**src/bridge_pkg.sv**
```systemverilog
`default_nettype none

package bridge_pkg;

	// Store depths in 32-bit words.
	localparam int inst_words = 256;
	localparam int data_words = 256;

	// Word index taken from address bits 9:2.
	localparam int index_bits = 8;

	// Byte address map.
	localparam logic [31:0] end_inst  = 32'h0000_03FC; // Last instruction word.
	localparam logic [31:0] data_base = 32'h0000_0400; // First data word.
	localparam logic [31:0] data_end  = 32'h0000_07FC; // Last data word.

	// A stored word, seen whole or as four bytes.
	// bytes[0] is the least significant byte, matching write_strobe[0].
	typedef union packed {
		logic [31:0]      word;
		logic [3:0][7:0]  bytes;
	} mem_word_u;

endpackage

`default_nettype wire
```
**src/request_router.sv**
```systemverilog
`default_nettype none

module request_router (
	input  wire                               clk_cpu,
	input  wire                               rst,
	input  wire                               run,
	input  wire  [31:0]                       rw_address,
	input  wire                               read_request,
	input  wire                               write_request,
	input  wire  [31:0]                       write_data,
	input  wire  [3:0]                        write_strobe,
	output logic [31:0]                       read_data,
	output logic                              read_response,
	output logic                              write_response,
	output logic                              fault,
	output logic                              inst_read,
	output logic [bridge_pkg::index_bits-1:0] inst_index,
	output logic                              data_read,
	output logic                              data_write,
	output logic [bridge_pkg::index_bits-1:0] data_index,
	output logic [31:0]                       data_wdata,
	output logic [3:0]                        data_strobe,
	input  wire  [31:0]                       inst_rdata,
	input  wire  [31:0]                       data_rdata
);

	logic in_inst;
	logic in_data;
	logic rd_req;
	logic wr_req;
	logic bad_req;

	logic rd_q;
	logic wr_q;
	logic inst_q;
	logic data_q;
	logic fault_q;

	bridge_pkg::mem_word_u rdata_sel;

	// Region decode, done once per request.
	assign in_inst = (rw_address <= bridge_pkg::end_inst);
	assign in_data = (rw_address >= bridge_pkg::data_base) &&
	                 (rw_address <= bridge_pkg::data_end);

	// Nothing is accepted while the core is held off.
	assign rd_req = run & read_request;
	assign wr_req = run & write_request;

	// Instruction side is read only; gaps and the range above data_end fault.
	assign bad_req = (wr_req & ~in_data) | (rd_req & ~in_inst & ~in_data);

	// At most one store is enabled per cycle.
	assign inst_read  = rd_req & in_inst;
	assign data_read  = rd_req & in_data;
	assign data_write = wr_req & in_data;

	assign inst_index  = rw_address[9:2];
	assign data_index  = rw_address[9:2];
	assign data_wdata  = write_data;
	assign data_strobe = write_strobe;

	always_ff @(posedge clk_cpu) begin
		if (rst) begin
			rd_q    <= 1'b0;
			wr_q    <= 1'b0;
			inst_q  <= 1'b0;
			data_q  <= 1'b0;
			fault_q <= 1'b0;
		end else begin
			rd_q    <= rd_req;
			wr_q    <= wr_req;
			inst_q  <= inst_read;
			data_q  <= data_read;
			fault_q <= bad_req;
		end
	end

	assign read_response  = rd_q;
	assign write_response = wr_q;
	assign fault          = fault_q;

	// Return the word of whichever store was read, zero on a faulting read.
	always_comb begin
		if (inst_q) begin
			rdata_sel.word = inst_rdata;
		end else if (data_q) begin
			rdata_sel.word = data_rdata;
		end else begin
			rdata_sel.word = '0;
		end
	end

	assign read_data = rdata_sel.word;

endmodule

`default_nettype wire

```
**config.mk**
```make
export PLATFORM = sky130hd
export DESIGN_NAME = request_router
export DESIGN_NICKNAME = d
export VERILOG_FILES = /design/src/bridge_pkg.sv /design/src/request_router.sv
export SDC_FILE = /design/constraint.sdc
export NUM_CORES = 1
export LEC_CHECK = 0
export CORE_AREA = 8 8 82 84
export CTS_CLUSTER_DIAMETER = 120
export CTS_CLUSTER_SIZE = 25
export DETAILED_ROUTE_END_ITERATION = 8
export DIE_AREA = 0 0 90 92
export DONT_BUFFER_PORTS = 1
export PLACE_DENSITY = 0.42
export SLEW_MARGIN = 20
export SYNTH_ARGS = -nofsm -noshare
export SYNTH_HDL_FRONTEND = slang
export SYNTH_SLANG_ARGS = --single-unit
export TNS_END_PERCENT = 1
```
**constraint.sdc**
```tcl
create_clock -name clk_cpu -period 2.4 [get_ports clk_cpu]
set_clock_uncertainty 0.1 [all_clocks]
set_input_delay 0.12 -clock clk_cpu [delete_from_list [all_inputs] [get_ports clk_cpu]]
set_output_delay 0.12 -clock clk_cpu [all_outputs]
set_load 0.05 [all_outputs]
```
==> impl_metrics.yaml, run 1 <==
outcome:
  outcome: "complete, no violations"
power_and_ir_drop:
  p_leak_nw: 0.501
  ir_drop_mv: 0.185
  finalPower_mw: 0.263
  power-per-cell-area_mw_per_mm2: 191
route:
  drt-wirelength-per-cell_um: 27.9
  drcViolationCount: 0
  viasPerCell: 5.13
  drtIter0Drc: 8
  routed_wl_mm: 4.98
  dr.pass1.iters: 4
  dr_total_vias: 913
  ant_nets: 0
timing:
  slew_headroom: 0.623
  tns_ns: 0
  fin_hold_ws_ns: 0.00411
  hold_viol: 0
  fmax_mhz: 606
  rsz0062_at_grt: "no"
  tightest_slew_ns: 0.565
  fin_crit_ns: 1.65
  fin_crit_sh: 0.687
  drv_slew: 0
  finalSetupViolCount: 0
cts:
  cts_tree: "built"
  cts-root-buf: "clkbuf_8"
  ctsResizeCount: 0
  cts_setup_buffers: 0
  cts_buffer_depth: 2
  cts_buffers: 3
  h-tree-depth: 1
  clock_sinks: 5
  clk_pin_slew_ns: 0.03
finish:
  final_core_util: 0.255
  final_cells: 178
  layout.nets: 244
  drive_above_1_share: 0.425
  syn_to_final_growth_pct: 40.7
  antennaDiodeCount: 0
global_routing:
  grt_pass1_vias: 1025
  track_usage: 0.107
  grt-ovfl-total: 0
  grt_max_degree: 34
  grt_pass1_wl_mm: 6.92
  antenna_found_initial: 0
placed_design:
  dpl.cell_count: 171
  dp_hpwl_mm: 4.44
  gp_congestion: 0.853
  io_buffer_count: 0
logic_synthesis:
  seq_area_frac_synth: 0.102
  synthesis.nets: 260
  syn_area_per_cell_um2: 7.95
  ys_types: 19
  synth_top_family_by_area: "buffers and inverters"
  syn_area_um2: 978
  yosys.area_share.simple: 0.176
  synthMuxAreaShare: 0
  synthAdderAreaFrac: 0
  synth_compound_area_frac: 0.292
  yosys_warnings: 0
  synth_xor_area_frac: 0
  syn_inst: 123
  ys_ff_latch: 5
die:
  die_h_um: 92
  core_area_mm2: 0.00541
  io_pins: 227
  die_area_mm2: 0.00828
  initial_core_util: 0.181
  die_width_um: 90
  row_count: 27
setup_path:
  startpoint: "data_q$_SDFF_PP0_"
  critPathKind: "reg2out"
  crit_buf_inv: 2
  cp_slowest_stage_delay_ns: 0.34
  cp.required_ns: 2.18
  cp_data_arrival_time_ns: 1.43
  cp-start-kind: "register"
  end_kind: "output pin"
  cp-endpoint: "read_data[25]"
  critPathSlowestCell: "dfxtp_1"
  path_cells: "nor2b_2 -> buf_4 -> a22o_1 -> buf_12"
  path_depth: 4
  critPathTopFamily: "buffers and inverters"
  critPathMaxFanout: 31
flow_run:
  cap_violations: 0
min_path:
  hold_class: "in2reg"
-- cells by family (layout without fill, tap and decap cells) --
kind of cell / after synthesis / after routing
DFF: 5 / 5
and+or+nand+nor: 26 / 26
buffers and inverters: 59 / 42
AOI/OAI and AO/OA: 33 / 33
-- final cells by class --
| class | instances | area [um^2] |
|---|---|---|
| Tap cell | 72 | 90.1 |
| Multi-Input combinational cell | 59 | 460 |
| Timing Repair Buffer | 38 | 681 |
| Fill cell | 550 | 4030 |
| Sequential cell | 5 | 100 |
| Clock buffer | 4 | 45.0 |
-- Yosys cell counts (all sizes together) --
cell,n,area share
a22o,31,0.28
and3,1,0.0064
and3b,1,0.010
and4,2,0.018
buf,55,0.41
clkbuf,4,0.015
dfxtp,5,0.10
nand2,5,0.019
nand4,3,0.019
nor2,5,0.019
nor2b,1,0.0064
nor3,3,0.020
nor3b,1,0.013
nor4,4,0.045
o21ai,1,0.0051
o32ai,1,0.0090
-- per-layer routing --
metal | vias to the layer above | track usage | wire length (um)
met5 | - | 0 | 0
met4 | 0 | 0.0402 | 81
met3 | 10 | 0.0774 | 846
met2 | 153 | 0.205 | 2580
met1 | 384 | 0.0797 | 1470
li1 | 366 | - | -
-- cell usage in the layout (no fill, tap or decap) --
cell type / netlist / final
o32ai_1: 1 / 1
nand2_1: 5 / 5
nor2b_2: 0 / 1
clkbuf_8: 0 / 3
nor4_2: 3 / 3
and3b_2: 1 / 1
nor3_2: 1 / 1
o21ai_1: 0 / 1
nand4_1: 3 / 3
nor3_1: 2 / 2
buf_12: 0 / 31
buf_4: 52 / 4
nor2_1: 5 / 5
dfxtp_1: 5 / 5
clkbuf_1: 4 / 1
nor3b_2: 1 / 1
and3_1: 1 / 1
and4_1: 2 / 2
dlygate4sd3_1: 0 / 3
nor4_1: 1 / 1
a22o_1: 31 / 31
-- repair_timing --
action | CTS | global route
hold buffers | 3 | 0
endpoints found under the hold margin | 4 | 0
endpoints found under the setup margin | 0 | 0
-- where the power goes --
group,total (mW),internal [mW],switching (mW)
Clock,0.151,0.114,0.0376
Sequential,0.0989,0.0865,0.0124
Combinational,0.0129,0.00750,0.00541
-- metrics by stage --
step | area, um^2 | setup WS (ns)
3_5_place_dp | 1300 | 0.759
5_1_grt | 1380 | 0.669
2_1_floorplan | 978 | 0.436
6_report | 1380 | 0.751
4_1_cts | 1380 | 0.727
3_3_place_gp | 1300 | 0.834
-- how the worst min path moves through the flow --
stage | startpoint | end | depth (start not counted)
6_report | write_request | fault$_SDFF_PP0_ | 2
5_1_grt | write_request | fault$_SDFF_PP0_ | 2
4_1_cts | write_request | fault$_SDFF_PP0_ | 2
3_5_place_dp | rst | write_response$_SDFF_PP0_ | 1
3_3_place_gp | rst | write_response$_SDFF_PP0_ | 1
2_1_floorplan | rst | write_response$_SDFF_PP0_ | 1
-- sequential cells by signal (all words and copies together), names as in the netlist --
register        flops
data_q              1
fault               1
inst_q              1
read_response       1
write_response      1
Power figures use the tool's default switching activity.
==> run 2, diff against run 1 <==
--- a/config.mk
+++ b/config.mk
@@ -5,13 +5,14 @@
 export SDC_FILE = /design/constraint.sdc
 export NUM_CORES = 1
 export LEC_CHECK = 0
+export ABC_AREA = 1
 export CORE_AREA = 8 8 82 84
 export CTS_CLUSTER_DIAMETER = 120
 export CTS_CLUSTER_SIZE = 25
 export DETAILED_ROUTE_END_ITERATION = 8
 export DIE_AREA = 0 0 90 92
 export DONT_BUFFER_PORTS = 1
-export PLACE_DENSITY = 0.42
+export PLACE_DENSITY = 0.46
 export SLEW_MARGIN = 20
 export SYNTH_ARGS = -nofsm -noshare
 export SYNTH_HDL_FRONTEND = slang
==> constraint.sdc (replaced) <==
create_clock -name clk_cpu -period 1.6 [get_ports clk_cpu]
set_clock_uncertainty 0.1 [all_clocks]
set_input_delay 0.08 -clock clk_cpu [delete_from_list [all_inputs] [get_ports clk_cpu]]
set_output_delay 0.08 -clock clk_cpu [all_outputs]
set_load 0.05 [all_outputs]
==> run 2 against run 1 <==
  * Combinational power grew to 2.6 times the previous value
  * Routed wire length down 13%
  * Total power is 54% higher
  * Critical path type unchanged
  * Global-route usage decreased by 1.5 points
  * Clock-buffer cell count stayed put
  * Final cell count rose by 51%
  * Final area decreased by 9.0%
  * Synthesized area up 20%
  * Sequential power rose by 47%
  * First-iteration DRC count grew to 2.6 times the previous value
  * Critical path depth is the same
  * Flip-flop and latch count is the same
==> impl_metrics.yaml, run 2 <==
global_routing:
  grt_pass1_wl_mm: 6.25
  antenna_found_initial: 0
  grt-ovfl-total: 0
  grt_max_degree: 33
  track_usage: 0.0914
  grt_pass1_vias: 1178
cts:
  ctsResizeCount: 0
  cts_setup_buffers: 0
  cts_buffers: 3
  cts-root-buf: "clkbuf_8"
  h-tree-depth: 1
  cts_hold_buf: 4
  cts_buffer_depth: 2
  cts_tree: "built"
  clk_pin_slew_ns: 0.03
  clock_sinks: 5
finish:
  final_cells: 269
  fillers: 618
  layout.nets: 335
  layout_commonest_cell: "nand2_1"
  seqCellArea_um2: 100
  drive_above_1_share: 0.269
  final_cell_mix: "nand2_1 (78), buf_4 (35), nand3_1 (32)"
  syn_to_final_growth_pct: 7.06
  antennaDiodeCount: 0
  multi_input_area_um2: 623
setup_path:
  cp-start-kind: "register"
  end_kind: "output pin"
  critPathTopFamily: "buffers and inverters"
  startpoint: "inst_q$_SDFF_PP0_"
  cp_slowest_stage_delay_ns: 0.31
  crit_buf_inv: 2
  cp_data_arrival_time_ns: 1.24
  path_cells: "buf_4 -> nand2_1 -> nand2_1 -> buf_12"
  critPathMaxFanout: 32
  cp-endpoint: "read_data[29]"
  critPathSlowestCell: "dfxtp_1"
  crit_path_frequent_cell: "nand2_1"
  critPathKind: "reg2out"
  cp.required_ns: 1.42
  path_depth: 4
timing:
  fin_crit_ns: 1.42
  slew_headroom: 0.645
  fmax_mhz: 705
  fin_hold_ws_ns: 0.0412
  drv_slew: 0
  tightest_slew_ns: 0.532
  finalSetupViolCount: 0
  rsz0062_at_grt: "no"
  fin_crit_sh: 0.887
  tns_ns: 0
  hold_viol: 0
power_and_ir_drop:
  clkPwrFrac: 0.559
  ir_drop_mv: 0.168
  p_sw_frac: 0.220
  power-per-cell-area_mw_per_mm2: 323
  p_int_mw: 0.315
  p_leak_nw: 0.653
  switchingPower_mw: 0.0888
  pwr-share-seq: 0.358
  p_comb_frac: 0.083
logic_synthesis:
  ys.flop_type: "dfxtp_1"
  yosysMostFrequentCell: "nand2_1"
  yosys_warnings: 0
  syn_area_per_cell_um2: 5.52
  synth_top_cell_by_area: "buf_4"
  ys_ff_latch: 5
  seq_area_frac_synth: 0.0856
  synth-edff-count: 0
  yosys.area.top_type_share: 0.334
  synth_area_leaders: "buf_4 (33%), nand2_1 (25%), nand3_1 (14%)"
  synthesis.nets: 349
  ys_async_sr_fraction: 0
  ys_types: 17
  synth_commonest_cells: "nand2_1 (78), buf_4 (52), nand3_1 (32)"
  syn_inst: 212
  syn_area_mm2: 0.00117
die:
  core_area_mm2: 0.00541
  row_count: 27
  initial_core_util: 0.216
  die_width_um: 90
  die_area_mm2: 0.00828
  die_h_um: 92
  io_pins: 227
placed_design:
  dpl.cell_count: 261
  dp_hpwl_mm: 3.63
  gp_congestion: 0.821
  io_buffer_count: 0
route:
  ant_nets: 0
  viasPerCell: 4.52
  drt-wirelength-per-cell_um: 16.0
  dr_total_vias: 1215
  drcViolationCount: 0
  drtIter0Drc: 21
  dr.pass1.iters: 3
  routed_wl_mm: 4.31
flow_run:
  cap_violations: 0
min_path:
  hold_class: "in2reg"
outcome:
  outcome: "complete, no violations"
## run 2: cell types whose count changed in the layout (fill, tap and decap cells not counted), sizes merged, moves of 3 or more
cell   delta
nand3    +32
nor2     +18
buf       +4
nand2    +75
inv       +3
nor4      -4
a22o     -31
## run 2: area by class of cell
cell class                 instances  share of cell area
multi-input combinational        142               0.498
sequential                         5              0.0799
inverter                           3             0.00899
timing repair buffer              43               0.306
clock buffer                       4              0.0360
tap                               72              0.0719
## run 2: worst min-delay path by stage
stage / slack (ns) / cells past startpoint / end / from
after detailed placement: 0.05 / 1 / data_q$_SDFF_PP0_ / rst
after CTS: 0.04 / 2 / read_response$_SDFF_PP0_ / run
after floorplan: 0.05 / 1 / data_q$_SDFF_PP0_ / rst
final: 0.04 / 2 / read_response$_SDFF_PP0_ / run
after global placement: 0.05 / 1 / data_q$_SDFF_PP0_ / rst
after global routing: 0.06 / 0 / data_index[1] / rw_address[3]
## run 2: metal layers
layer / part of all wire / global-route usage / up-vias
met5: 0 / 0 / -
met4: 0.0088 / 0.0333 / 0
met3: 0.13 / 0.0481 / 6
met2: 0.49 / 0.159 / 113
met1: 0.37 / 0.0916 / 517
li1: - / - / 579
## run 2: per-stage QoR
| stage | setup WS [ns] | area [um^2] | power [mW] | utilization |
|---|---|---|---|---|
| finish | 0.181 | 1250 | 0.404 | 0.232 |
| global route | 0.0915 | 1250 | 0.424 | 0.232 |
| global placement | 0.408 | 1170 | 0.172 | 0.216 |
| CTS | 0.157 | 1250 | 0.414 | 0.232 |
| detailed placement | 0.393 | 1170 | 0.173 | 0.216 |
| floorplan | 0.201 | 1170 | 0.518 | - |
## run 2: cell families after synthesis
logic type / count (synthesis) / share of synthesized area
flip-flops: 5 / 0.0856
AO/OA/AOI/OAI: 1 / 0.00749
AND/OR/NAND/NOR: 141 / 0.525
buffers and inverters: 65 / 0.382
## run 2: power by group through the flow
stage / logic, mW / registers (mW) / clock network [mW]
final: 0.0336 / 0.145 / 0.226
after global routing: 0.0375 / 0.145 / 0.241
after CTS: 0.0338 / 0.145 / 0.235
after detailed placement: 0.0263 / 0.147 / 0
after global placement: 0.0254 / 0.147 / 0
after floorplan: 0.373 / 0.145 / 0
==> run 3, diff against run 2 <==
--- a/config.mk
+++ b/config.mk
@@ -6,12 +6,12 @@
 export NUM_CORES = 1
 export LEC_CHECK = 0
 export ABC_AREA = 1
-export CORE_AREA = 8 8 82 84
-export CTS_CLUSTER_DIAMETER = 120
+export CORE_AREA = 8 8 81 83
 export CTS_CLUSTER_SIZE = 25
 export DETAILED_ROUTE_END_ITERATION = 8
-export DIE_AREA = 0 0 90 92
+export DIE_AREA = 0 0 89 91
 export DONT_BUFFER_PORTS = 1
+export MAX_ROUTING_LAYER = met4
 export PLACE_DENSITY = 0.46
 export SLEW_MARGIN = 20
 export SYNTH_ARGS = -nofsm -noshare
==> run 3 against run 2 <==
  * Routed wire length is 2.0% lower
  * Final cell count shrank 0.37%
  * Combinational power rose by 8.9%
  * Highest routed layer unchanged
  * Final area fell by 2.2%
==> impl_metrics.yaml, run 3 (synthesis gave the netlist of run 2 again) <==
finish:
  antennaDiodeCount: 0
  layout.nets: 334
  layout_commonest_cell: "nand2_1"
  final_cell_mix: "nand2_1 (78), buf_4 (36), nand3_1 (32)"
  syn_to_final_growth_pct: 4.71
  drive_above_1_share: 0.270
  design_area_mm2: 0.00122
power_and_ir_drop:
  p_leak_nw: 0.645
  ir_drop_mv: 0.153
  power-per-cell-area_mw_per_mm2: 334
setup_path:
  end_kind: "output pin"
  cp-start-kind: "primary input"
  cp_data_arrival_time_ns: 1.26
  cp.required_ns: 1.42
  critPathKind: "in2out"
  critPathMaxFanout: 4
timing:
  tightest_slew_ns: 0.554
  finalSetupViolCount: 0
  fmax_mhz: 696
  fin_crit_sh: 0.897
  hold_viol: 0
  fin_hold_ws_ns: 0.0600
  slew_headroom: 0.630
  fin_crit_ns: 1.44
  rsz0062_at_grt: "no"
  drv_slew: 0
  tns_ns: 0
route:
  drcViolationCount: 0
  dr_total_vias: 1205
  routed_wl_mm: 4.22
  ant_nets: 0
  drtIter0Drc: 25
  viasPerCell: 4.50
  drt-wirelength-per-cell_um: 15.8
  dr.pass1.iters: 4
die:
  die_area_mm2: 0.00810
  initial_core_util: 0.219
  core_area_mm2: 0.00534
  io_pins: 227
  row_count: 27
  die_h_um: 91
  die_width_um: 89
placed_design:
  io_buffer_count: 0
  gp_congestion: 0.653
  dp_hpwl_mm: 3.57
  dpl_cell_area_mm2: 0.00113
cts:
  clock_sinks: 5
  cts_buffer_depth: 2
  cts_setup_buffers: 0
  cts-root-buf: "clkbuf_8"
  cts_buffers: 3
  h-tree-depth: 1
  cts_tree: "built"
outcome:
  outcome: "complete, no violations"
global_routing:
  grt_pass1_wl_mm: 5.74
  grt_max_degree: 33
  antenna_found_initial: 0
  grt_pass1_vias: 1141
  grt-ovfl-total: 0
  track_usage: 0.0911
flow_run:
  cap_violations: 0
min_path:
  min_path_cells: 0
  hold_class: "in2out"
-- run 3: worst paths after layout --
path                      startpoint              to  slack [ns]
worst max-delay path  rw_address[11]      data_write        0.16
worst min-delay path  write_data[10]  data_wdata[10]        0.06
-- run 3: where the power goes --
part	internal, mW	leakage [nW]	total [mW]	switching (mW)
Clock	0.171	0.0228	0.228	0.0573
Combinational	0.0175	0.581	0.0366	0.0191
Sequential	0.129	0.0408	0.145	0.0155
Total	0.317	0.645	0.409	0.0919
-- run 3: critical path, stage by stage --
cell and delay [ns]:
dlygate4sd3_1 0.55, nor3b_2 0.20, nand2_2 0.11, nor2_1 0.11, buf_4 0.21
-- run 3: metal layers --
metal / vias up / global-route usage / part of all wire
li1: 579 / - / -
met1: 506 / 0.0835 / 0.34
met2: 116 / 0.154 / 0.46
met3: 4 / 0.0486 / 0.19
met4: 0 / 0.0361 / 0.0071
met5: - / - / 0
-- run 3: timing repair --
| action | CTS | global route |
|---|---|---|
| endpoints found under the hold margin | 5 | 0 |
| gates resized for setup | 0 | 1 |
| setup endpoints to repair | 0 | 1 |
| hold buffers | 4 | 0 |
-- run 3: cell type report --
type                    count  area (um^2)
clock buffers               4         45.0
fillers                   596         4110
inverters                   3         11.3
multi-input cells         142          628
flip-flops and latches      5          100
well taps                  72         90.1
repair buffers             42          350
-- run 3: through the flow --
stage               power, mW  instances  setup WS, ns  utilization
floorplan               0.518        212         0.201            -
global placement        0.173        260         0.395        0.213
detailed placement      0.174        260         0.383        0.213
CTS                     0.418        268        0.0926        0.229
global route            0.431        268        0.0813        0.229
finish                  0.409        268         0.164        0.229
